$ cat config.mk
export PLATFORM = sky130hd
export DESIGN_NAME = line_buffer
export DESIGN_NICKNAME = d
export VERILOG_FILES = /design/src/verilog/conv_pkg.sv /design/src/verilog/line_buffer.sv
export VERILOG_INCLUDE_DIRS = /design/src /design/src/include
export SDC_FILE = /design/constraint.sdc
export NUM_CORES = 2
export LEC_CHECK = 0
export BUFFER_PORTS_ARGS = -buffer_cell sky130_fd_sc_hd__buf_2
export CORE_MARGIN = 5
export CORE_UTILIZATION = 59
export CTS_BUF_LIST = sky130_fd_sc_hd__clkbuf_4 sky130_fd_sc_hd__clkbuf_8
export DETAILED_ROUTE_END_ITERATION = 10
export PLACE_DENSITY = 0.81
export SYNTH_ARGS = -nofsm -noshare
export SYNTH_HDL_FRONTEND = slang
export SYNTH_SLANG_ARGS = --single-unit
$ cat constraint.sdc
create_clock -name axi_clk -period 7.65 [get_ports axi_clk]
set_clock_uncertainty 0.1 [all_clocks]
set_input_delay 1.1475 -clock axi_clk [delete_from_list [all_inputs] [get_ports axi_clk]]
set_output_delay 1.1475 -clock axi_clk [all_outputs]
set_load 0.05 [all_outputs]
$ cat src/include/conv_cfg.svh
`ifndef CONV_CFG_SVH
`define CONV_CFG_SVH

// Kernel side length, window is K by K
`define CONV_K 3

// Pixel, coefficient and result width
`define CONV_DATA_W 32

// Widest image row the line buffer can hold
`define CONV_MAX_W 16

// Byte address width of the register slave
`define CONV_ADDR_W 8

`endif

$ cat src/verilog/conv_pkg.sv
`default_nettype none

`include "conv_cfg.svh"

package conv_pkg;

    typedef logic [`CONV_DATA_W-1:0] pixel_t;     // One image pixel
    typedef logic [`CONV_DATA_W-1:0] coef_t;      // One filter tap
    typedef logic [`CONV_DATA_W-1:0] acc_t;       // Result, wraps modulo 2^32

    // One image column, index 0 is the oldest row
    typedef logic [`CONV_K*`CONV_DATA_W-1:0] col_t;

    // Flattened K*K sets, index = row*K + column
    typedef logic [`CONV_K*`CONV_K*`CONV_DATA_W-1:0] window_t;
    typedef logic [`CONV_K*`CONV_K*`CONV_DATA_W-1:0] coef_set_t;

    typedef logic [15:0]              dim_t;      // Coordinate or image size
    typedef logic [`CONV_ADDR_W-1:0]  reg_addr_t; // Register byte address

    typedef enum logic [1:0] {
        IDLE,   // Waiting for start
        RUN,    // Taking pixels
        DRAIN   // All pixels in, results still leaving
    } seq_state_t;

    // Register map
    localparam reg_addr_t REG_CTRL        = 'h00; // bit0 start, bit1 clear
    localparam reg_addr_t REG_STATUS      = 'h04; // bit0 busy, bit1 done
    localparam reg_addr_t REG_WIDTH       = 'h08;
    localparam reg_addr_t REG_HEIGHT      = 'h0C;
    localparam reg_addr_t REG_LAST_RESULT = 'h10;
    localparam reg_addr_t REG_COEF_BASE   = 'h20; // One tap every 4 bytes

endpackage

`default_nettype wire

$ cat src/verilog/line_buffer.sv
`timescale 1ns/10ps
`default_nettype none

`include "conv_cfg.svh"

module line_buffer (
    input  wire                    axi_clk,
    input  wire                    rst_n,
    input  wire conv_pkg::pixel_t  pix,
    input  wire                    pix_wr,
    input  wire conv_pkg::dim_t    col_x,
    input  wire                    hold,
    output conv_pkg::col_t         column
);

    localparam int K  = `CONV_K;
    localparam int DW = `CONV_DATA_W;
    localparam int XW = $clog2(`CONV_MAX_W);
    localparam int RW = (K > 1) ? $clog2(K) : 1;

    conv_pkg::pixel_t mem [K][`CONV_MAX_W];  // One memory per kept row

    logic [RW-1:0] row_ptr;    // Row being filled
    logic [RW-1:0] cur_row;
    logic [RW-1:0] rd_row [K]; // Physical row for each column slot
    logic [XW-1:0] wr_x;
    logic [XW-1:0] last_x;     // Column of the previous pixel
    logic          new_row;

    assign wr_x = col_x[XW-1:0];

    // Column 0 after a non-zero column means the sequencer wrapped a row
    assign new_row = pix_wr && (wr_x == '0) && (last_x != '0);
    assign cur_row = !new_row ? row_ptr :
                     (row_ptr == RW'(K - 1)) ? '0 : row_ptr + 1'b1;

    always_comb begin
        for (int i = 0; i < K; i++) begin
            rd_row[i] = RW'((int'(cur_row) + 1 + i) % K);  // Oldest first, newest last
        end
    end

    always_ff @(posedge axi_clk) begin
        if (!rst_n) begin
            row_ptr <= '0;
            last_x  <= '0;
        end else if (pix_wr) begin
            row_ptr <= cur_row;
            last_x  <= wr_x;
        end
    end

    always_ff @(posedge axi_clk) begin
        if (pix_wr) mem[cur_row][wr_x] <= pix;
    end

    // Newest slot bypasses the memory so the fresh pixel shows at once
    always_ff @(posedge axi_clk) begin
        if (!hold) begin
            for (int i = 0; i < K; i++) begin
                column[i*DW +: DW] <= (i == K - 1 && pix_wr) ? pix : mem[rd_row[i]][wr_x];
            end
        end
    end

endmodule

`default_nettype wire

==> metrics <==
status finished with violations; failing checks max-capacitance violations, max-slew violations; Antenna Nets Post-Route 0; critical path startpoint category primary input; I/O Buffers 135; post-synth net total between 4000 and 5000; first-pass GRT wire length between 300000 and 400000 um; Clk Latency, worst-skew pair between 1 and 1.5 ns; top_reg_cell synth edfxtp_1; WP data arrival a little over 6 ns; GR Layer Usage met1 roughly 45%; grt ovf 0; post-CTS setup buffers 0; Syn Inst Count roughly 4700; Yosys reg bits around 1600; post-synthesis sequential area ratio between 50% and 60%; FMAX ~180 MHz; initial antenna violation count 19; worst setup margin 2.063 ns; Hold Path Class in -> reg; worst r2r src last_x[1]; Synth cell types 60; global routing usage on met2 between 50% and 60%; VDD IR max 0.1914 mV; post-synth top area share around three fifths; DR DRC count 0; synth top area cells edfxtp_1, mux4_2, mux2i_1, a222oi_1, mux2_2; Post-synth ARST share 0%; WL final roughly 260000 um; top-count cell post-synth edfxtp_1; Sum Neg Setup Slack 0 ns; fin area 89930 um2; CP max stage cell nor2b_4; Final HPWL DP 155600 um; biggest cell delay along the critical path 1.00 ns; Seq pwr share 52.4%; Post-Syn Area around 80000 um2; Crit Path Category in -> reg; vias in the first global route ~54000; Hold Path Depth 2; starting density of the core approximately three fifths; hold path start rst_n; Ports ~150; Area after DPL roughly 85000 um2; Core Rows 136; syn avg cell area 17.51 um2; die height ~380 um; crit-path max FO 43; clock-pin slew on the worst setup and hold paths approximately 0.060 ns; layout cells sized above 1 around a third; Place WS 1.457 ns; Most Crowded Layer GR met2; switching part of the total power 24.54%; Post-synth top cells edfxtp_1, mux4_2, mux2i_1; post_cts resized 0; crit path cell chain buf_2, nand4_1, a21oi_1, inv_1, ha_4, nor2b_4, a222oi_1, a22oi_1, o31a_1; die width roughly 380 um; final net count ~4900; GRT Util Overall around 35%; clk buf depth 4; Area Overhead vs Synth 9.656%; Max Transition Viols Final 10; Critical Path Start pix_wr; Least-Margin Pin Slew 1.610 ns; Req. time, crit path 8.29 ns; Vias/cell 7.869; Psw ~4.7 mW; Routed WL per cell about 38 um; fin cells approximately 6800; Power Internal about 14 mW; slew margin rel. -7.722%; fin crit share around three quarters; clk sinks 1638; Die ar. roughly 150000 um2; number of synthesized flops with an enable pin 1632; Setup-failing EPs final 0; M3 GR Usage a little under an eighth; RSZ-0062 raised after global routing no; CTS buffer count approximately 280; Final GP Congestion around 0.93; via count roughly 54000; H-tree depth 5; Synthesis Warnings 0; max cap viols 1; DR iter-0 viols 9460; R2R depth 10; dpl cells 6377; DRT Pass-1 Iters 9; Power Dens Cells ~210 nW/um2; CP Capture Type flip-flop; Gate power share a little under a tenth; clock root buffer clkbuf_8; Clk network pwr share 38.4%; area leader, netlist edfxtp_1; CTS tree done; Hold Buf Count CTS 0; fin crit period 5.587 ns; Leakage between 20 and 30 nW; Fin. Hold Viols 0; core area between 100000 and 150000 um2; largest net degree at the start of global routing around 130
state kept, by name, summed over array words and instances, names as in the netlist:
| register | flops |
|---|---|
| last_x | 4 |
| mem | 1536 |
| row_ptr | 2 |
| column | 96 |
worst max-delay path: cells and delay by family:
family | cells | cell delay [ns]
simple gates | 2 | 1.33
buf+inv | 2 | 0.82
fa+ha+maj | 1 | 0.54
compound gates | 4 | 2.30
power groups by stage:
stage	Combinational [mW]	Sequential [mW]	Clock (mW)
floorplan	0.916	10.3	0
global placement	1.68	10.2	0
detailed placement	1.70	10.2	0
CTS	1.71	10.0	7.35
global route	1.80	10.0	7.80
finish	1.76	10.0	7.33
per-stage QoR:
| step | hold slack [ns] | power, mW | util, % |
|---|---|---|---|
| after global placement | 0.3919 | 11.88 | 61.63 |
| after global routing | 0.2884 | 19.62 | 65.23 |
| final | 0.3038 | 19.11 | 65.25 |
| after detailed placement | 0.4051 | 11.90 | 61.63 |
| after CTS | 0.2498 | 19.07 | 65.22 |
| after floorplan | 0.3733 | 11.26 | - |
metal layers:
layer,up-vias,share of wire (%)
li1,20611,-
met1,26702,31
met2,5285,43
met3,1243,16
met4,6,9.2
met5,-,0.016
layout make-up:
class	count	area (um2)
diodes	14	35.03
clock buffers	365	4542
clock inverters	87	411.6
fillers	9106	47900
inverters	9	42.54
multi-input cells	2604	31050
flip-flops and latches	1638	49130
well taps	1794	2245
repair buffers	332	2480
placed cells by master (no fill, tap or decap), drive strengths merged, types with 15 or more instances in the layout:
master | Yosys | routed
o22a | 30 | 30
o31ai | 15 | 15
nor2 | 79 | 79
or3b | 16 | 16
nor3 | 67 | 67
buf | 254 | 332
mux4 | 710 | 710
a22oi | 65 | 65
a21oi | 101 | 101
edfxtp | 1632 | 1632
o22ai | 42 | 42
o221ai | 44 | 44
clkinv | 1 | 81
a211o | 25 | 25
o211ai | 38 | 38
a2111oi | 32 | 32
a211oi | 31 | 31
nand2 | 63 | 63
a222oi | 93 | 93
nand3 | 33 | 33
o21ai | 158 | 158
o2111ai | 31 | 31
nor2b | 111 | 111
a221oi | 26 | 26
mux2i | 478 | 478
mux2 | 71 | 71
a22o | 17 | 17
o32ai | 68 | 68
nand2b | 85 | 85
clkbuf | 178 | 365
cells by family after synthesis:
group                    Yosys count  share of synthesized area, %
buffers and inverters            441                         2.755
multiplexers                    1259                         26.31
AND/OR/NAND/NOR                  469                         3.056
adder cells (fa/ha/maj)            5                       0.07628
AO/OA/AOI/OAI                    871                         7.903
flip-flops                      1638                         59.90
path summary, 6_finish.rpt:
check,endpoint,slack [ns]
worst min-delay path,row_ptr[0],0.30
worst max-delay path,column[19],2.06
worst max register to register,column[19],2.12
worst min register to register,last_x[0],0.42
Note: power is estimated with default switching activity, not from simulation.
