**src/include/conv_cfg.svh**
```systemverilog
`ifndef CONV_CFG_SVH
`define CONV_CFG_SVH

// Kernel side length, window is K by K
`define CONV_K 3

// Pixel, coefficient and result width
`define CONV_DATA_W 32

// Widest image row the line buffer can hold
`define CONV_MAX_W 16

// Byte address width of the register slave
`define CONV_ADDR_W 8

`endif

```
**src/verilog/conv_pkg.sv**
```systemverilog
`default_nettype none

`include "conv_cfg.svh"

package conv_pkg;

    typedef logic [`CONV_DATA_W-1:0] pixel_t;     // One image pixel
    typedef logic [`CONV_DATA_W-1:0] coef_t;      // One filter tap
    typedef logic [`CONV_DATA_W-1:0] acc_t;       // Result, wraps modulo 2^32

    // One image column, index 0 is the oldest row
    typedef logic [`CONV_K*`CONV_DATA_W-1:0] col_t;

    // Flattened K*K sets, index = row*K + column
    typedef logic [`CONV_K*`CONV_K*`CONV_DATA_W-1:0] window_t;
    typedef logic [`CONV_K*`CONV_K*`CONV_DATA_W-1:0] coef_set_t;

    typedef logic [15:0]              dim_t;      // Coordinate or image size
    typedef logic [`CONV_ADDR_W-1:0]  reg_addr_t; // Register byte address

    typedef enum logic [1:0] {
        IDLE,   // Waiting for start
        RUN,    // Taking pixels
        DRAIN   // All pixels in, results still leaving
    } seq_state_t;

    // Register map
    localparam reg_addr_t REG_CTRL        = 'h00; // bit0 start, bit1 clear
    localparam reg_addr_t REG_STATUS      = 'h04; // bit0 busy, bit1 done
    localparam reg_addr_t REG_WIDTH       = 'h08;
    localparam reg_addr_t REG_HEIGHT      = 'h0C;
    localparam reg_addr_t REG_LAST_RESULT = 'h10;
    localparam reg_addr_t REG_COEF_BASE   = 'h20; // One tap every 4 bytes

endpackage

`default_nettype wire

```
**src/verilog/conv_regfile.sv**
```systemverilog
`timescale 1ns/10ps
`default_nettype none

`include "conv_cfg.svh"

module conv_regfile (
    input  wire                        axi_clk,
    input  wire                        rst_n,
    input  wire conv_pkg::reg_addr_t   s_axi_awaddr,
    input  wire                        s_axi_awvalid,
    output logic                       s_axi_awready,
    input  wire logic [31:0]           s_axi_wdata,
    input  wire                        s_axi_wvalid,
    output logic                       s_axi_wready,
    output logic                       s_axi_bvalid,
    input  wire                        s_axi_bready,
    input  wire conv_pkg::reg_addr_t   s_axi_araddr,
    input  wire                        s_axi_arvalid,
    output logic                       s_axi_arready,
    output logic [31:0]                s_axi_rdata,
    output logic                       s_axi_rvalid,
    input  wire                        s_axi_rready,
    input  wire                        busy,
    input  wire                        frame_done,
    input  wire conv_pkg::acc_t        result,
    input  wire                        result_taken,
    output logic                       frame_start,
    output conv_pkg::dim_t             img_width,
    output conv_pkg::dim_t             img_height,
    output conv_pkg::coef_set_t        coefs
);

    localparam int N  = `CONV_K * `CONV_K;
    localparam int DW = `CONV_DATA_W;

    logic           wr_go;       // AW and W taken together this cycle
    logic           rd_go;
    logic           ctrl_wr;
    logic           done;        // Sticky frame complete flag
    conv_pkg::acc_t last_result;
    logic [31:0]    rd_mux;

    assign wr_go         = s_axi_awvalid && s_axi_wvalid && !s_axi_bvalid;
    assign s_axi_awready = wr_go;
    assign s_axi_wready  = wr_go;
    assign s_axi_arready = !s_axi_rvalid;  // One read outstanding at most
    assign rd_go         = s_axi_arvalid && s_axi_arready;
    assign ctrl_wr       = wr_go && (s_axi_awaddr == conv_pkg::REG_CTRL);

    // Write response
    always_ff @(posedge axi_clk) begin
        if (!rst_n) begin
            s_axi_bvalid <= 1'b0;
        end else if (wr_go) begin
            s_axi_bvalid <= 1'b1;
        end else if (s_axi_bready) begin
            s_axi_bvalid <= 1'b0;
        end
    end

    // Config registers and start pulse
    always_ff @(posedge axi_clk) begin
        if (!rst_n) begin
            frame_start <= 1'b0;
            img_width   <= '0;
            img_height  <= '0;
            coefs       <= '0;
            last_result <= '0;
        end else begin
            frame_start <= ctrl_wr && s_axi_wdata[0];
            if (wr_go && s_axi_awaddr == conv_pkg::REG_WIDTH)  img_width  <= s_axi_wdata[15:0];
            if (wr_go && s_axi_awaddr == conv_pkg::REG_HEIGHT) img_height <= s_axi_wdata[15:0];
            for (int i = 0; i < N; i++) begin
                if (wr_go && s_axi_awaddr == conv_pkg::reg_addr_t'(conv_pkg::REG_COEF_BASE + 4 * i))
                    coefs[i*DW +: DW] <= s_axi_wdata;
            end
            if (result_taken) last_result <= result;  // Every output beat
            if (ctrl_wr && s_axi_wdata[1]) begin      // Clear wins over the rest
                img_width   <= '0;
                img_height  <= '0;
                coefs       <= '0;
                last_result <= '0;
            end
        end
    end

    always_ff @(posedge axi_clk) begin
        if (!rst_n) begin
            done <= 1'b0;
        end else if (frame_start) begin
            done <= 1'b0;  // New frame drops the old completion
        end else if (frame_done) begin
            done <= 1'b1;
        end
    end

    always_comb begin
        rd_mux = '0;  // CTRL and holes read zero
        case (s_axi_araddr)
            conv_pkg::REG_STATUS:      rd_mux = {30'd0, done, busy};
            conv_pkg::REG_WIDTH:       rd_mux = {16'd0, img_width};
            conv_pkg::REG_HEIGHT:      rd_mux = {16'd0, img_height};
            conv_pkg::REG_LAST_RESULT: rd_mux = last_result;
            default:                   rd_mux = '0;
        endcase
        for (int i = 0; i < N; i++) begin
            if (s_axi_araddr == conv_pkg::reg_addr_t'(conv_pkg::REG_COEF_BASE + 4 * i))
                rd_mux = coefs[i*DW +: DW];
        end
    end

    // Read response, data registered with the address handshake
    always_ff @(posedge axi_clk) begin
        if (!rst_n) begin
            s_axi_rvalid <= 1'b0;
        end else if (rd_go) begin
            s_axi_rvalid <= 1'b1;
        end else if (s_axi_rready) begin
            s_axi_rvalid <= 1'b0;
        end
    end

    always_ff @(posedge axi_clk) begin
        if (rd_go) s_axi_rdata <= rd_mux;
    end

endmodule

`default_nettype wire

```
**config.mk**
```make
export PLATFORM = sky130hd
export DESIGN_NAME = conv_regfile
export DESIGN_NICKNAME = d
export VERILOG_FILES = /design/src/verilog/conv_pkg.sv /design/src/verilog/conv_regfile.sv
export VERILOG_INCLUDE_DIRS = /design/src /design/src/include
export SDC_FILE = /design/constraint.sdc
export NUM_CORES = 1
export LEC_CHECK = 0
export ABC_AREA = 1
export BUFFER_PORTS_ARGS = -buffer_cell sky130_fd_sc_hd__buf_2
export CORE_ASPECT_RATIO = 1.5
export CORE_MARGIN = 4
export CORE_UTILIZATION = 53
export DETAILED_ROUTE_END_ITERATION = 7
export PLACE_DENSITY = 0.81
export SLEW_MARGIN = 20
export SYNTH_ARGS = -nofsm -noshare
export SYNTH_HDL_FRONTEND = slang
export SYNTH_SLANG_ARGS = --single-unit
```
**constraint.sdc**
```tcl
create_clock -name axi_clk -period 1.74 [get_ports axi_clk]
set_input_delay 0.348 -clock axi_clk [delete_from_list [all_inputs] [get_ports axi_clk]]
set_output_delay 0.348 -clock axi_clk [all_outputs]
set_load 0.01 [all_outputs]
```
==> reports/results.txt <==
outcome: finished, violations left
failing checks: setup timing
net switching share of the total power: 0.234
antenna violations before repair: 2
Tcrit/Tclk final: 1.01
total die area: 33600 sq um
dominant cell type by area after synthesis: dfxtp_1
Die Y: 223 um
RR Startpoint: s_axi_bvalid
Synth area leaders: dfxtp_1, nand2_1, a21oi_1, edfxtp_1, nor2_1
pin count of the biggest net entering global routing: 64
#FFs+latches synth: 388
unrepaired setup endpoints after global routing: true
Layout Cells excl Fill: 3236
actual slew at the worst max-slew pin: 0.774 ns
Synth-to-Final Area Change: 32.7%
Worst R2R Path Depth: 6
nets: 2899
Seq pwr share: 0.491
ANT nets after route: 0
Register Area: 8090 sq um
Ys Warns: 0
# DRC: 0
Clock Path Buffers: 3
footprint of the multi-input gates: 7180 sq um
H-Tree Depth: 2
Tot Pwr: 18600 uW
WS Path Type: primary input to flip-flop
clock transition at the registers of the reported paths: 0.07 ns
fin. max-slew vios: 0
Fin. Hold Viols: 0
vias in the first global route: 17900
endpoint type of the worst setup path: flip-flop
hold endpoint: s_axi_bvalid
HP Class: primary input to flip-flop
vias per inst: 5.79
io pins: 448
Avg Cell Area, Syn: 7.07 sq um
peak fanout along the critical path: 9
fillers: 2529
Pleak: 0.00912 uW
Final Instance Area: 21600 sq um
count of cell types in the netlist: 30
hold path depth: 4
share of cells above drive strength 1: 0.264
cell with the most instances after synthesis: nand2_1
Arrival @ worst endpoint: 2.05 ns
Final Skew: 0.0122 ns
reg2reg setup slack: 0.05 ns
Die Span X: 151 um
min-delay src: s_axi_bready
drt wl/cell: 23.0 um
commonest cells in the netlist: nand2_1, a21oi_1, dfxtp_1
cell area power density: 863 nW/um^2
Max Cap Violations: 0
Overflow after GRT: 0
worst reg2reg endpoint: coefs[109]
post-DP HPWL: 56.0 mm
drt total wl: 74.3 mm
aggregate global-route resource usage: 0.425
EDFF count, synth: 32
Final Wtd Congestion: 1.00
fin worst setup slack: -0.0261 ns
Peak supply drop: 0.000914 V
Post-synth ARST share: 0
port bufs: 447
placed insts: 3165
First DRT Iteration DRCs: 1784
total number of vias: 18700
Mapped Cells: 2303
Logic pwr share: 0.051
Clk network pwr share: 0.458
CP required: 2.02 ns
CTS Root Cell: clkbuf_16
TritonCTS clock tree: done
antenna cells: 0
top cell type's share of synthesized area: 0.438
switching pwr: 4360 uW
Synth Flop Type: dfxtp_1
dpl cell area: 20200 sq um
Initial Util: 0.538
Min Hold Slack: 0.0592 ns
Max Freq: 566 MHz
fin util: 0.714
cts bufs inserted: 37
DRT Pass-1 Iters: 6
core region area: 30300 sq um
relative slew slack: 0.483
crit start category: primary input
row cnt: 78
CP Launch Point: s_axi_araddr[7]
synthesized area: 16300 sq um
final setup violating endpoints: 1
clk_lat worst skew: 0.55 ns
sequential share of the synthesized area: 0.497
minimum clock period: 1.77 ns
net count after synthesis: 2393
first-pass GRT wire length: 108 mm
Int Power: 14300 uW
clock sink total: 388
-- stage by stage --
stage          setup TNS, ns  setup slack [ns]
6_report             -0.0261           -0.0261
3_5_place_dp          -43.77            -0.672
5_1_grt              -0.0563           -0.0289
3_3_place_gp          -38.76            -0.766
2_1_floorplan              0             0.111
4_1_cts                    0           0.00489
-- cell usage in the layout, fill, tap and decap left out, types with 4 or more instances in the layout --
master,instances
edfxtp_1,32
buf_2,447
o21ai_0,8
clkinv_2,5
inv_1,90
nand2_1,950
nor2_1,122
nor3_1,8
nand4_1,58
nand3_1,75
nor2_4,8
clkbuf_16,39
nor3_2,6
dfxtp_1,356
clkbuf_8,4
nor3_4,6
clkinvlp_4,4
nor2_2,7
bufinv_16,4
buf_12,42
buf_4,146
inv_2,16
clkbuf_1,8
a21oi_1,371
-- area by class of cell --
| cell class | instances | share of cell area |
|---|---|---|
| sequential | 388 | 0.374 |
| multi-input combinational | 1640 | 0.332 |
| timing repair buffer | 636 | 0.194 |
| clock buffer | 51 | 0.0491 |
| tap | 400 | 0.0232 |
| inverter | 106 | 0.0184 |
| clock inverter | 15 | 0.00926 |
-- timing repair --
| item | 4_1_cts | 5_1_grt |
|---|---|---|
| pin swaps | 1 | 11 |
| endpoints found under the setup margin | 7 | 21 |
| buffers inserted | 0 | 5 |
| hold buffers | 0 | 0 |
| resized for setup | 7 | 12 |
-- worst max-delay path: stages --
cell and delay (ns):
buf_2 0.12, nor2_1 0.06, nand3_1 0.14, nor2_1 0.08, buf_4 0.19, buf_4 0.15
nand2_1 0.05, nand2_1 0.06, a21oi_1 0.27, nand4_1 0.24, nor2_1 0.19, nand4_1 0.12
-- routing by layer --
layer / part of all wire / wire length (um) / GRT usage
met1: 0.31 / 23200 / 0.436
met2: 0.49 / 36100 / 0.722
met3: 0.095 / 7050 / 0.0935
met4: 0.11 / 7920 / 0.356
met5: 0.00042 / 31 / 0
-- power groups by stage --
stage	clock [uW]	sequential [uW]	combinational [uW]
2_1_floorplan	0	9350	384
3_3_place_gp	0	9350	912
3_5_place_dp	0	9350	920
4_1_cts	8540	9150	924
5_1_grt	8900	9150	988
6_report	8550	9150	949
-- cells by family after synthesis --
| kind of cell | Yosys count | synth area share |
|---|---|---|
| compound gates | 382 | 0.118 |
| buf+inv | 275 | 0.0706 |
| flops | 388 | 0.497 |
| simple gates | 1258 | 0.315 |
-- worst max-delay path by stage --
| stage | to | slack, ns | depth (start not counted) |
|---|---|---|---|
| floorplan | s_axi_rdata[1] | 0.11 | 11 |
| global placement | s_axi_rdata[12] | -0.77 | 11 |
| detailed placement | s_axi_rdata[16] | -0.67 | 14 |
| CTS | s_axi_rdata[30] | 0.005 | 11 |
| global route | s_axi_rdata[12] | -0.03 | 13 |
| finish | s_axi_rdata[18] | -0.03 | 12 |
-- registers in the layout, summed over array words and instances, names as in the netlist --
name          count
s_axi_rvalid      1
frame_start       1
coefs           288
s_axi_bvalid      1
img_width        16
last_result      32
img_height       16
done              1
s_axi_rdata      32
No activity file was read; power rests on OpenSTA's default activity.
