<file path="src/include/conv_cfg.svh">
`ifndef CONV_CFG_SVH
`define CONV_CFG_SVH

// Kernel side length, window is K by K
`define CONV_K 3

// Pixel, coefficient and result width
`define CONV_DATA_W 32

// Widest image row the line buffer can hold
`define CONV_MAX_W 16

// Byte address width of the register slave
`define CONV_ADDR_W 8

`endif

</file>
<file path="src/verilog/conv_pkg.sv">
`default_nettype none

`include "conv_cfg.svh"

package conv_pkg;

    typedef logic [`CONV_DATA_W-1:0] pixel_t;     // One image pixel
    typedef logic [`CONV_DATA_W-1:0] coef_t;      // One filter tap
    typedef logic [`CONV_DATA_W-1:0] acc_t;       // Result, wraps modulo 2^32

    // One image column, index 0 is the oldest row
    typedef logic [`CONV_K*`CONV_DATA_W-1:0] col_t;

    // Flattened K*K sets, index = row*K + column
    typedef logic [`CONV_K*`CONV_K*`CONV_DATA_W-1:0] window_t;
    typedef logic [`CONV_K*`CONV_K*`CONV_DATA_W-1:0] coef_set_t;

    typedef logic [15:0]              dim_t;      // Coordinate or image size
    typedef logic [`CONV_ADDR_W-1:0]  reg_addr_t; // Register byte address

    typedef enum logic [1:0] {
        IDLE,   // Waiting for start
        RUN,    // Taking pixels
        DRAIN   // All pixels in, results still leaving
    } seq_state_t;

    // Register map
    localparam reg_addr_t REG_CTRL        = 'h00; // bit0 start, bit1 clear
    localparam reg_addr_t REG_STATUS      = 'h04; // bit0 busy, bit1 done
    localparam reg_addr_t REG_WIDTH       = 'h08;
    localparam reg_addr_t REG_HEIGHT      = 'h0C;
    localparam reg_addr_t REG_LAST_RESULT = 'h10;
    localparam reg_addr_t REG_COEF_BASE   = 'h20; // One tap every 4 bytes

endpackage

`default_nettype wire

</file>
<file path="src/verilog/window_sequencer.sv">
`timescale 1ns/10ps
`default_nettype none

`include "conv_cfg.svh"

module window_sequencer (
    input  wire                    axi_clk,
    input  wire                    rst_n,
    input  wire                    frame_start,
    input  wire conv_pkg::dim_t    img_width,
    input  wire conv_pkg::dim_t    img_height,
    input  wire                    s_axis_valid,
    output logic                   s_axis_ready,
    input  wire conv_pkg::col_t    column,
    input  wire                    pipe_advance,
    input  wire                    frame_out_done,
    output logic                   pix_wr,
    output conv_pkg::dim_t         col_x,
    output conv_pkg::window_t      window,
    output logic                   mac_start,
    output logic                   mac_last,
    output logic                   busy,
    output logic                   frame_done
);

    localparam int K  = `CONV_K;
    localparam int DW = `CONV_DATA_W;

    conv_pkg::seq_state_t state;
    conv_pkg::dim_t       x;          // Column of the next pixel
    conv_pkg::dim_t       y;          // Row of the next pixel
    logic                 last_col;
    logic                 last_row;
    logic                 col_valid;  // Line buffer column is fresh
    logic                 col_pos;    // That column closes a valid window
    logic                 col_last;   // That column closes the final window

    assign busy         = (state != conv_pkg::IDLE);
    assign s_axis_ready = (state == conv_pkg::RUN) && pipe_advance;
    assign pix_wr       = s_axis_valid && s_axis_ready;
    assign col_x        = x;
    assign last_col     = (x == img_width - 16'd1);
    assign last_row     = (y == img_height - 16'd1);

    always_ff @(posedge axi_clk) begin
        if (!rst_n) begin
            state      <= conv_pkg::IDLE;
            x          <= '0;
            y          <= '0;
            frame_done <= 1'b0;
        end else begin
            frame_done <= 1'b0;
            case (state)
                conv_pkg::IDLE: begin
                    if (frame_start) begin
                        x     <= '0;
                        y     <= '0;
                        state <= conv_pkg::RUN;
                    end
                end
                conv_pkg::RUN: begin
                    if (pix_wr) begin
                        if (last_col) begin
                            x <= '0;  // Wrap tells the line buffer a row ended
                            if (last_row) state <= conv_pkg::DRAIN;
                            else          y     <= y + 16'd1;
                        end else begin
                            x <= x + 16'd1;
                        end
                    end
                end
                conv_pkg::DRAIN: begin
                    if (frame_out_done) begin  // Last beat left the MAC
                        state      <= conv_pkg::IDLE;
                        frame_done <= 1'b1;
                    end
                end
                default: state <= conv_pkg::IDLE;
            endcase
        end
    end

    // Position flags trail the pixel by one cycle to meet the column
    always_ff @(posedge axi_clk) begin
        if (!rst_n) begin
            col_valid <= 1'b0;
            col_pos   <= 1'b0;
            col_last  <= 1'b0;
            mac_start <= 1'b0;
            mac_last  <= 1'b0;
        end else if (pipe_advance) begin
            col_valid <= pix_wr;
            col_pos   <= pix_wr && (x >= 16'(K - 1)) && (y >= 16'(K - 1));
            col_last  <= pix_wr && last_col && last_row;
            mac_start <= col_pos;
            mac_last  <= col_last;
        end
    end

    // Shift left by one column, new column enters on the right
    always_ff @(posedge axi_clk) begin
        if (pipe_advance && col_valid) begin
            for (int r = 0; r < K; r++) begin
                for (int c = 0; c < K - 1; c++) begin
                    window[(r*K + c)*DW +: DW] <= window[(r*K + c + 1)*DW +: DW];
                end
                window[(r*K + K - 1)*DW +: DW] <= column[r*DW +: DW];
            end
        end
    end

endmodule

`default_nettype wire

</file>
<file path="config.mk">
export PLATFORM = sky130hd
export DESIGN_NAME = window_sequencer
export DESIGN_NICKNAME = d
export VERILOG_FILES = /design/src/verilog/conv_pkg.sv /design/src/verilog/window_sequencer.sv
export VERILOG_INCLUDE_DIRS = /design/src /design/src/include
export SDC_FILE = /design/constraint.sdc
export NUM_CORES = 1
export LEC_CHECK = 0
export ABC_AREA = 1
export ABC_CLOCK_PERIOD_IN_PS = 8800
export BUFFER_PORTS_ARGS = -buffer_cell sky130_fd_sc_hd__clkbuf_2
export CAP_MARGIN = 20
export CORE_ASPECT_RATIO = 0.5
export CORE_UTILIZATION = 40
export DETAILED_ROUTE_END_ITERATION = 8
export GPL_TIMING_DRIVEN = 0
export PLACE_DENSITY = 0.67
export SYNTH_ARGS = -nofsm -noshare
export SYNTH_HDL_FRONTEND = slang
export SYNTH_SLANG_ARGS = --single-unit
</file>
<file path="constraint.sdc">
create_clock -name axi_clk -period 8.8 [get_ports axi_clk]
set_clock_uncertainty 0.2 [all_clocks]
set_input_delay 0.88 -clock axi_clk [delete_from_list [all_inputs] [get_ports axi_clk]]
set_output_delay 0.88 -clock axi_clk [all_outputs]
set_load 0.005 [all_outputs]
</file>
==> summary.md, run 1 <==
| Metric | Value |
|---|---|
| Lkg Pwr | approximately 6.4 nW |
| Vias in the first global route | approximately 8,400 |
| GRT Util Overall | 0.206 |
| Die height | 126 µm |
| R2R depth | 12 |
| Bufs on Longest Clock Path | 3 |
| CP Capture Type | output port |
| Footprint of the multi-input gates | 2490 µm² |
| Required time of the critical path | slightly below 8000 ps |
| Post-synthesis simple-gate area fraction | 0.151 |
| Die area | around 31,000 µm² |
| Ranking of synthesized cells by area | edfxtp_1 70%, dfxtp_1 6.5%, nand2_1 5.1% |
| Logic gate share of total power | 0.046 |
| Worst reg2reg endpoint | y[12] |
| CTS tree | yes |
| Reg2reg start | y[4] |
| Cell area power density | 196 nW/µm² |
| Yosys reg bits | 328 |
| Worst slew pin tran | 1000 ps |
| Sequential share of power | 0.544 |
| Post-Place Setup Slack | 5400 ps |
| Largest family of logic cells by synthesized area | simple AND/OR/NAND/NOR gates |
| Post-CTS Setup Inserts | 0 |
| Share of the synthesized area in the top cell type | 0.703 |
| IO Pins | 444 |
| Post-Synthesis Cells | 899 |
| Wire length per cell | 18.8 µm |
| CTS H-tree depth | 1 |
| Global-route wire length before repair | between 40,000 and 50,000 µm |
| Reg clk slew, reported paths | about 70 ps |
| Layout cells sized above 1 | 0.378 |
| Cell Area, Synth | 12,300 µm² |
| Slew Limit Headroom | 0.332 |
| Area Growth Syn to Fin | 30.0% |
| Commonest cells after routing, fill and taps aside | 447 x clkbuf_2, 288 x edfxtp_1, 166 x nand2_1 |
| Clk Latency, worst-skew pair | about 560 ps |
| Port bufs | 442 |
| Diodes inserted | 0 |
| Adder-Cell Fraction of Synth Area | 0.00611 |
| Overall routed net length | 33,600 µm |
| GRT overflow | 0 |
| Syn. warnings | 0 |
| Sw frac | 0.210 |
| Worst VDD drop | 0.121 mV |
| Post-route antenna net violation count | 0 |
| M1 GR Usage | 0.259 |
| Most common cell after layout, fill and taps aside | clkbuf_2 |
| DRC viols | 0 |
| Sequential cell area | 9450 µm² |
| Type of origin of the critical path | flop |
| Period utilization | 0.360 |
| Nets | around 1,500 |
| Post-synth top area cell | edfxtp_1 |
| CP Class | reg2out |
| Multiplexer share of the synthesized area | 0 |
| Mapped Avg Cell Area | 13.7 µm² |
| Cell Rows | 44 |
| Global-route track usage on met2 | 0.371 |
| Clk sinks | 328 |
| F_max | 0.316 GHz |
| Initial antenna violation count | 0 |
| Max cap viols | 0 |
| Mapped Nets | 1,039 |
| TritonRoute pass-1 iters | 5 |
| GPL Wtd Cong | 0.916 |
| Internal power | about 2.5 mW |
| GR peak layer | met2 |
| Via count | 8,621 |
| Reg2Reg Setup Slack | between 6000 and 7000 ps |
| Worst Slack Setup Final | 5630 ps |
| Seq/Total Area, Yosys | 0.768 |
| Core area | 29,600 µm² |
| HPWL Detailed | 25,900 µm |
| Post-synthesis compound-gate area fraction | 0.0175 |
| Initial detailed-routing violation count | 614 |
| Hold WC Path Type | reg2reg |
| Critical Path End | s_axis_ready |
| Cts hold-fix bufs | 0 |
| Clock group share of total power | 0.409 |
| Initial core utilization | 0.415 |
| Design Power | ~3.1 mW |
| Final max-slew violation count | 0 |
| Final Hold Viols | 0 |
| Psw | between 0.6 and 0.7 mW |
| Root buf cell | clkbuf_16 |
| WP data arrival | 2090 ps |
| Filler cells | 2,582 |
| Resized Gates After CTS | 0 |
| Largest net degree at the start of global routing | 153 |
| Via density | approximately 4.8 |
| Crit-path max FO | 10 |
| Total clock buffers created by CTS | 28 |
| Final min period | about 3200 ps |
| Die Wd | 250 µm |
| Setup TNS | 0 ps |
| RSZ-0062 raised after global routing | no |
| Worst Setup SP | state[0] |
| Setup violations, final | 0 |
| Outcome | complete, no violations |
| Netlist cell types | 39 |
| M3 GR Usage | 0.0378 |
| Synth Area in XOR/XNOR | 0.0285 |
==> layout make-up <==
cell class | instances | area share
inverters | 67 | 0.0162
clock inverters | 13 | 0.0103
plain buffers | 20 | 0.00634
flip-flops and latches | 328 | 0.591
clock buffers | 38 | 0.0495
repair buffers | 443 | 0.140
multi-input cells | 484 | 0.156
well taps | 391 | 0.0306
==> registers in the layout (all words and copies together) (netlist names) <==
register / cells
window: 288
col_x: 16
y: 16
state: 2
col_last: 1
col_pos: 1
col_valid: 1
frame_done: 1
mac_last: 1
mac_start: 1
==> kinds of logic (layout without fill, tap and decap cells) <==
family	after synthesis	after routing
flip-flops	328	328
buffers and inverters	87	581
AO/OA/AOI/OAI	41	41
adder cells (fa/ha/maj)	6	6
AND/OR/NAND/NOR	397	397
XOR/XNOR	40	40
==> power by group through the flow <==
stage	clock [mW]	sequential (mW)	combinational, mW
after floorplan	0	1.75	0.0703
after CTS	1.31	1.71	0.146
after detailed placement	0	1.74	0.145
after global routing	1.37	1.71	0.161
final	1.29	1.71	0.145
after global placement	0	1.75	0.141
==> stage by stage <==
| step | instances | hold WS (ps) | area (µm²) | utilization |
|---|---|---|---|---|
| 5_1_grt | 1784 | 239 | 16000 | 0.540 |
| 3_3_place_gp | 1732 | 228 | 15000 | 0.506 |
| 6_report | 1784 | 246 | 16000 | 0.540 |
| 3_5_place_dp | 1733 | 233 | 15000 | 0.508 |
| 2_1_floorplan | 899 | 245 | 12300 | - |
| 4_1_cts | 1784 | 226 | 16000 | 0.540 |
==> worst max-delay path, cell delays in order (launching register included) <==
cell and delay, ps:
dfxtp_1 430, inv_2 80, nor2_4 180, inv_1 180
clkbuf_1 260, nor2_1 250, clkbuf_2 150
==> synth_stat cells, drive strengths merged <==
| master | instances |
|---|---|
| clkinv | 1 |
| nor3b | 2 |
| a21oi | 29 |
| o211a | 1 |
| nor2 | 102 |
| and3 | 1 |
| xor2 | 24 |
| ha | 6 |
| clkbuf | 13 |
| xnor2 | 16 |
| o21bai | 1 |
| buf | 7 |
| and2 | 1 |
| o21ai | 8 |
| nand4 | 28 |
| edfxtp | 288 |
| nor4 | 11 |
| dfxtp | 40 |
| nand2 | 171 |
| or2 | 9 |
| inv | 66 |
| a31oi | 2 |
| nor3 | 20 |
| or3 | 2 |
| nand3 | 42 |
| nand3b | 8 |
==> worst min path at each step <==
stage,end,depth (start not counted),from,slack [ps]
finish,window[247],0,window[279],250
global placement,window[213],0,window[245],230
detailed placement,window[227],0,window[259],230
CTS,window[126],0,window[158],230
global route,window[126],0,window[158],240
floorplan,col_valid,2,col_valid,240
==> layer usage <==
metal	routed length, µm	part of all wire
met3	1330	0.040
met2	17800	0.53
met1	13800	0.41
met4	620	0.018
met5	0	0
Power figures use the tool's default switching activity.
==> run 2, diff against run 1 <==
--- a/config.mk
+++ b/config.mk
@@ -7,14 +7,14 @@
 export NUM_CORES = 1
 export LEC_CHECK = 0
 export ABC_AREA = 1
-export ABC_CLOCK_PERIOD_IN_PS = 8800
+export ABC_CLOCK_PERIOD_IN_PS = 2700
 export BUFFER_PORTS_ARGS = -buffer_cell sky130_fd_sc_hd__clkbuf_2
 export CAP_MARGIN = 20
 export CORE_ASPECT_RATIO = 0.5
 export CORE_UTILIZATION = 40
 export DETAILED_ROUTE_END_ITERATION = 8
 export GPL_TIMING_DRIVEN = 0
-export PLACE_DENSITY = 0.67
+export PLACE_DENSITY = 0.69
 export SYNTH_ARGS = -nofsm -noshare
 export SYNTH_HDL_FRONTEND = slang
 export SYNTH_SLANG_ARGS = --single-unit
==> constraint.sdc (replaced) <==
create_clock -name axi_clk -period 2.7 [get_ports axi_clk]
set_clock_uncertainty 0.2 [all_clocks]
set_input_delay 0.27 -clock axi_clk [delete_from_list [all_inputs] [get_ports axi_clk]]
set_output_delay 0.27 -clock axi_clk [all_outputs]
set_load 0.005 [all_outputs]
==> summary.md, run 2 (same netlist as run 1, synthesis figures left out) <==
| Metric | Value |
|---|---|
| Outcome | complete, no violations (unchanged) |
| Initial core utilization | 0.415 (unchanged) |
| Worst VDD drop | 0.392 mV (was 0.121 mV) |
| Lkg Pwr | 6.89 nW (was 6.41 nW) |
| Design Power | 10.4 mW (was 3.14 mW) |
| DRC viols | 0 (unchanged) |
| Period utilization | 0.915 |
| Overall routed net length | 35,100 µm (was 33,600 µm) |
| Reg clk slew, reported paths | 70 ps (about the same) |
| IO Pins | 444 (unchanged) |
| RSZ-0062 raised after global routing | no (unchanged) |
| Final Hold Viols | 0 (unchanged) |
| Port bufs | 442 (unchanged) |
| Via density | 4.78 (was 4.83) |
| Largest net degree at the start of global routing | 52 (was 153) |
| CP Capture Type | output port (unchanged) |
| Clk Latency, worst-skew pair | 550 ps (was 560 ps) |
| Cell Rows | 44 (unchanged) |
| Core area | 29,600 µm² (unchanged) |
| Post-Place Setup Slack | -87.3 ps (was 5400 ps) |
| Slew Limit Headroom | 0.517 (was 0.332) |
| Type of origin of the critical path | flop (unchanged) |
| Number of flip-flops in the largest register | 288 (unchanged) |
| WP buf/inv | 3 (was 4) |
| Worst Slack Setup Final | 229 ps (was 5630 ps) |
| Total clock buffers created by CTS | 29 (was 28) |
| Hold WC Path Type | in2reg (was reg2reg) |
| Max cap viols | 0 (unchanged) |
| Initial antenna violation count | 1 (was 0) |
| Inst Count DP | 1,738 (was 1,733) |
| Final max-slew violation count | 0 (unchanged) |
| CTS H-tree depth | 1 (unchanged) |
| CTS tree | yes (unchanged) |
| Crit-path max FO | 10 (unchanged) |
| Final min period | 2470 ps |
| Nets | 1,621 (was 1,512) |
| Die height | 126 µm (unchanged) |
| Die Wd | 250 µm (unchanged) |
| Via count | 9,063 (was 8,621) |
| Post-route cell area | 17,100 µm² (was 16,000 µm²) |
| Most common cell after layout, fill and taps aside | clkbuf_2 (unchanged) |
| CP max-delay cell | dfxtp_1 (unchanged) |
| Final hold slack | 143 ps (was 246 ps) |
| Crit-path max cell delay | 480 ps (was 430 ps) |
| Vias in the first global route | 8,856 (was 8,363) |
| Cell area power density | 610 nW/µm² (was 196 nW/µm²) |
| F_max | 0.405 GHz |
| Wire length per cell | 18.5 µm (was 18.8 µm) |
| Worst slew pin tran | 724 ps (was 1000 ps) |
| Setup violations, final | 0 (unchanged) |
| Placed cell areas | 15,100 µm² (was 15,000 µm²) |
| Post-route antenna net violation count | 0 (unchanged) |
| Finished Core Util | 0.578 (was 0.540) |
| Die area | 31,500 µm² (unchanged) |
| Crit-path cells | nor2_4 > inv_1 > clkbuf_1 > nor2_1 > clkbuf_2 (was inv_2 > nor2_4 > inv_1 > clkbuf_1 > nor2_1 > clkbuf_2) |
| TritonRoute pass-1 iters | 5 (unchanged) |
| Required time of the critical path | 2230 ps (was 7720 ps) |
| Area Growth Syn to Fin | 39.3% (was 30.0%) |
| CP Class | reg2out (unchanged) |
| GPL Wtd Cong | 0.919 (was 0.916) |
| HPWL Detailed | 26,200 µm (was 25,900 µm) |
| WP data arrival | 2000 ps (was 2090 ps) |
| Commonest cells after routing, fill and taps aside | 447 x clkbuf_2, 288 x edfxtp_1, 165 x nand2_1 (was 447 x clkbuf_2, 288 x edfxtp_1, 166 x nand2_1) |
| Layout cells sized above 1 | 0.358 (was 0.378) |
| Largest Register | window (unchanged) |
| GRT overflow | 0 (unchanged) |
| Diodes inserted | 0 (unchanged) |
| Bufs on Longest Clock Path | 3 (unchanged) |
| Initial detailed-routing violation count | 653 (was 614) |
| Largest delay share family, worst path | buffers and inverters (unchanged) |
| GRT Util Overall | 0.218 (was 0.206) |
| Fin cells | 1,895 (was 1,784) |
| Clk sinks | 328 (unchanged) |
| Setup TNS | 0 ps (unchanged) |
| Global-route wire length before repair | 52,300 µm (was 49,200 µm) |
| Root buf cell | clkbuf_16 (unchanged) |
| Post-CTS Setup Inserts | 0 (unchanged) |
## run 2: cell count changes in the layout (fill, tap and decap cells not counted), moves of 3 or more
cell,change
clkinv_2,+5
clkinv_1,-3
dlygate4sd3_1,+103
buf_12,+6
## run 2: cell type report
type                            instances  area, µm²
Multi-Input combinational cell        484       2500
Fill cell                            2477      12500
Sequential cell                       328       9450
Clock inverter                         18        208
Clock buffer                           36        762
Tap cell                              391        489
Inverter                               67        255
Buffer                                 20        101
Timing Repair Buffer                  551       3360
## run 2: metal layers
layer	part of all wire	vias to the layer above	GRT usage
met5	0	-	0
met4	0.025	0	0.0559
met3	0.046	59	0.0428
met2	0.53	244	0.390
met1	0.40	4436	0.271
li1	-	4324	-
## run 2: tightest hold or removal path: stages
cell and delay, ps:
clkbuf_2 80, xnor2_1 70, nand2_1 70, nand2_1 60, nand3_1 80, nor2_1 40
nand4_1 110, a21oi_1 70
## run 2: timing repair
action / CTS / global route
hold buffers: 103 / 0
gates resized for setup: 0 / 0
endpoints found under the hold margin: 107 / 0
## run 2: power breakdown
| group | internal [mW] | switching (mW) |
|---|---|---|
| Clock | 2.41 | 1.86 |
| Sequential | 5.54 | 0.0370 |
| Combinational | 0.292 | 0.317 |
## run 2: path summary, 6_finish.rpt
check / endpoint / slack [ps] / from / cells after the start
worst max-delay path: s_axis_ready / 230 / state[1] / 5
worst min-delay path: col_last / 140 / img_height[15] / 8
worst max register to register: col_x[13] / 250 / col_x[1] / 8
worst min register to register: window[214] / 250 / window[246] / 0
==> run 3, diff against run 2 <==
--- a/config.mk
+++ b/config.mk
@@ -7,14 +7,15 @@
 export NUM_CORES = 1
 export LEC_CHECK = 0
 export ABC_AREA = 1
-export ABC_CLOCK_PERIOD_IN_PS = 2700
+export ABC_CLOCK_PERIOD_IN_PS = 2800
 export BUFFER_PORTS_ARGS = -buffer_cell sky130_fd_sc_hd__clkbuf_2
 export CAP_MARGIN = 20
 export CORE_ASPECT_RATIO = 0.5
 export CORE_UTILIZATION = 40
 export DETAILED_ROUTE_END_ITERATION = 8
 export GPL_TIMING_DRIVEN = 0
-export PLACE_DENSITY = 0.69
+export HOLD_SLACK_MARGIN = 0.1
+export PLACE_DENSITY = 0.67
 export SYNTH_ARGS = -nofsm -noshare
 export SYNTH_HDL_FRONTEND = slang
 export SYNTH_SLANG_ARGS = --single-unit
==> constraint.sdc (replaced) <==
create_clock -name axi_clk -period 2.8 [get_ports axi_clk]
set_clock_uncertainty 0.2 [all_clocks]
set_input_delay 0.14 -clock axi_clk [delete_from_list [all_inputs] [get_ports axi_clk]]
set_output_delay 0.14 -clock axi_clk [all_outputs]
set_load 0.005 [all_outputs]
==> summary.md, run 3 (same netlist as run 1, synthesis figures left out) <==
| Metric | Value |
|---|---|
| Area Growth Syn to Fin | 44.9% (was 39.3%) |
| HPWL Detailed | 25,800 µm (was 26,200 µm) |
| Wire length per cell | 18.0 µm (was 18.5 µm) |
| GPL Wtd Cong | 0.939 (was 0.919) |
| CTS tree | yes (unchanged) |
| Overall routed net length | 35,600 µm (was 35,100 µm) |
| Initial antenna violation count | 2 (was 1) |
| Setup violations, final | 0 (unchanged) |
| Core area | 29,600 µm² (unchanged) |
| Final min period | approximately 2600 ps |
| Worst VDD drop | 0.397 mV (was 0.392 mV) |
| Cell Rows | 44 (unchanged) |
| Vias in the first global route | 9,383 (was 8,856) |
| RSZ-0062 raised after global routing | no (unchanged) |
| CP Capture Type | flop (was output port) |
| Die height | 126 µm (unchanged) |
| Final max-slew violation count | 0 (unchanged) |
| Port bufs | 442 (unchanged) |
| Global-route wire length before repair | 53,100 µm (was 52,300 µm) |
| Via density | 4.81 (was 4.78) |
| Initial core utilization | 0.415 (unchanged) |
| Most common cell after layout, fill and taps aside | clkbuf_2 (unchanged) |
| CTS H-tree depth | 1 (unchanged) |
| Total clock buffers created by CTS | 29 (unchanged) |
| Bufs on Longest Clock Path | 3 (unchanged) |
| Clk Latency, worst-skew pair | 560 ps (was 550 ps) |
| Clk sinks | 328 (unchanged) |
| Fin cells | 1,973 (was 1,895) |
| Slew Limit Headroom | 0.579 (was 0.517) |
| F_max | 0.387 GHz |
| CP Class | reg2reg (was reg2out) |
| Outcome | complete, no violations (unchanged) |
| GRT Util Overall | 0.220 (was 0.218) |
| Crit-path max FO | 7 (was 10) |
| Lkg Pwr | 7.17 nW (was 6.89 nW) |
| Post-CTS Setup Inserts | 0 (unchanged) |
| Initial detailed-routing violation count | 647 (was 653) |
| Die area | 31,500 µm² (unchanged) |
| Largest net degree at the start of global routing | 50 (was 52) |
| Required time of the critical path | 3080 ps (was 2230 ps) |
| Largest Register | window (unchanged) |
| Max cap viols | 0 (unchanged) |
| Nets | 1,699 (was 1,621) |
| DRC viols | 0 (unchanged) |
| Hold WC Path Type | in2reg (unchanged) |
| TritonRoute pass-1 iters | 6 (was 5) |
| WP data arrival | 2860 ps (was 2000 ps) |
| Number of flip-flops in the largest register | 288 (unchanged) |
| Commonest cells after routing, fill and taps aside | 450 x clkbuf_2, 288 x edfxtp_1, 180 x dlygate4sd3_1 (was 447 x clkbuf_2, 288 x edfxtp_1, 165 x nand2_1) |
| Inst Count DP | 1,739 (was 1,738) |
| Root buf cell | clkbuf_16 (unchanged) |
| Reg clk slew, reported paths | 70 ps (about the same) |
| IO Pins | 444 (unchanged) |
| Via count | 9,497 (was 9,063) |
| Design Power | 9.79 mW (was 10.4 mW) |
| Cell area power density | 549 nW/µm² (was 610 nW/µm²) |
| Period utilization | 0.922 |
| Worst slew pin tran | 630 ps (was 724 ps) |
| GRT overflow | 0 (unchanged) |
| Type of origin of the critical path | flop (unchanged) |
| Post-route antenna net violation count | 0 (unchanged) |
| Layout cells sized above 1 | 0.340 (was 0.358) |
| Die Wd | 250 µm (unchanged) |
| Final Hold Viols | 0 (unchanged) |
==> run 3: cell types whose count changed in the layout (fill, tap and decap cells not counted) <==
cell / before / now
clkbuf_1: 14 / 13
inv_8: 1 / 0
clkinv_2: 7 / 4
inv_4: 0 / 1
diode_2: 0 / 1
inv_16: 0 / 1
buf_12: 6 / 7
bufinv_16: 4 / 0
dlygate4sd3_1: 103 / 180
clkinvlp_4: 2 / 4
clkbuf_2: 447 / 450
inv_6: 2 / 1
clkinv_1: 3 / 5
==> run 3: final timing paths <==
check,startpoint,to,slack [ps],cells after the start
setup reg to reg,col_x[6],col_last,220,10
hold / removal,column[48],window[176],110,2
hold reg to reg,window[232],window[200],230,0
setup / recovery,col_x[6],col_last,220,10
==> run 3: metal layers <==
metal / part of all wire / track usage / vias up / routed length, µm
met5: 0.00034 / 0 / - / 12
met3: 0.052 / 0.0442 / 64 / 1840
met4: 0.031 / 0.0653 / 2 / 1100
met1: 0.39 / 0.264 / 4648 / 14000
li1: - / - / 4481 / -
met2: 0.52 / 0.400 / 302 / 18700
==> run 3: critical path: stages (launching register included) <==
cell           delay (ps)
dfxtp_1               340
clkbuf_1              280
xnor2_1               180
xor2_1                180
nand3_1                90
nor3_1                190
nand2_1               150
inv_1                  80
nand4_1                60
dlygate4sd3_1         620
a21oi_1               140
==> run 3: through the flow <==
step | cell area, µm² | utilization | setup TNS (ps) | worst slack, ps | hold WS (ps)
after detailed placement | 15100 | 0.511 | 0 | 163 | 119
after floorplan | 12300 | - | -709460 | -2460 | 38.9
final | 17800 | 0.602 | 0 | 219 | 107
after global routing | 17800 | 0.602 | 0 | 11.4 | 102
after CTS | 17800 | 0.601 | 0 | 264 | 100
after global placement | 15000 | 0.507 | -1124550 | -3920 | 117
==> run 3: where the power goes <==
group | internal (mW) | total (mW) | switching, mW | leakage [nW]
combinational | 0.352 | 0.670 | 0.318 | 3.82
clock | 1.97 | 3.75 | 1.78 | 0.428
sequential | 5.34 | 5.37 | 0.0355 | 2.92
==> run 3: cell type report <==
| cell class | count | area [µm²] |
|---|---|---|
| fill | 2386 | 11800 |
| antenna | 1 | 2.50 |
| sequential | 328 | 9450 |
| multi-input combinational | 484 | 2500 |
| buffer | 20 | 101 |
| inverter | 67 | 255 |
| tap | 391 | 489 |
| clock inverter | 15 | 101 |
| clock buffer | 38 | 773 |
| timing repair buffer | 629 | 4150 |
==> run 3: timing repair <==
action,in CTS,in global routing
hold buffers,178,2
gates resized for setup,0,0
endpoints found under the setup margin,0,0
endpoints found under the hold margin,120,2
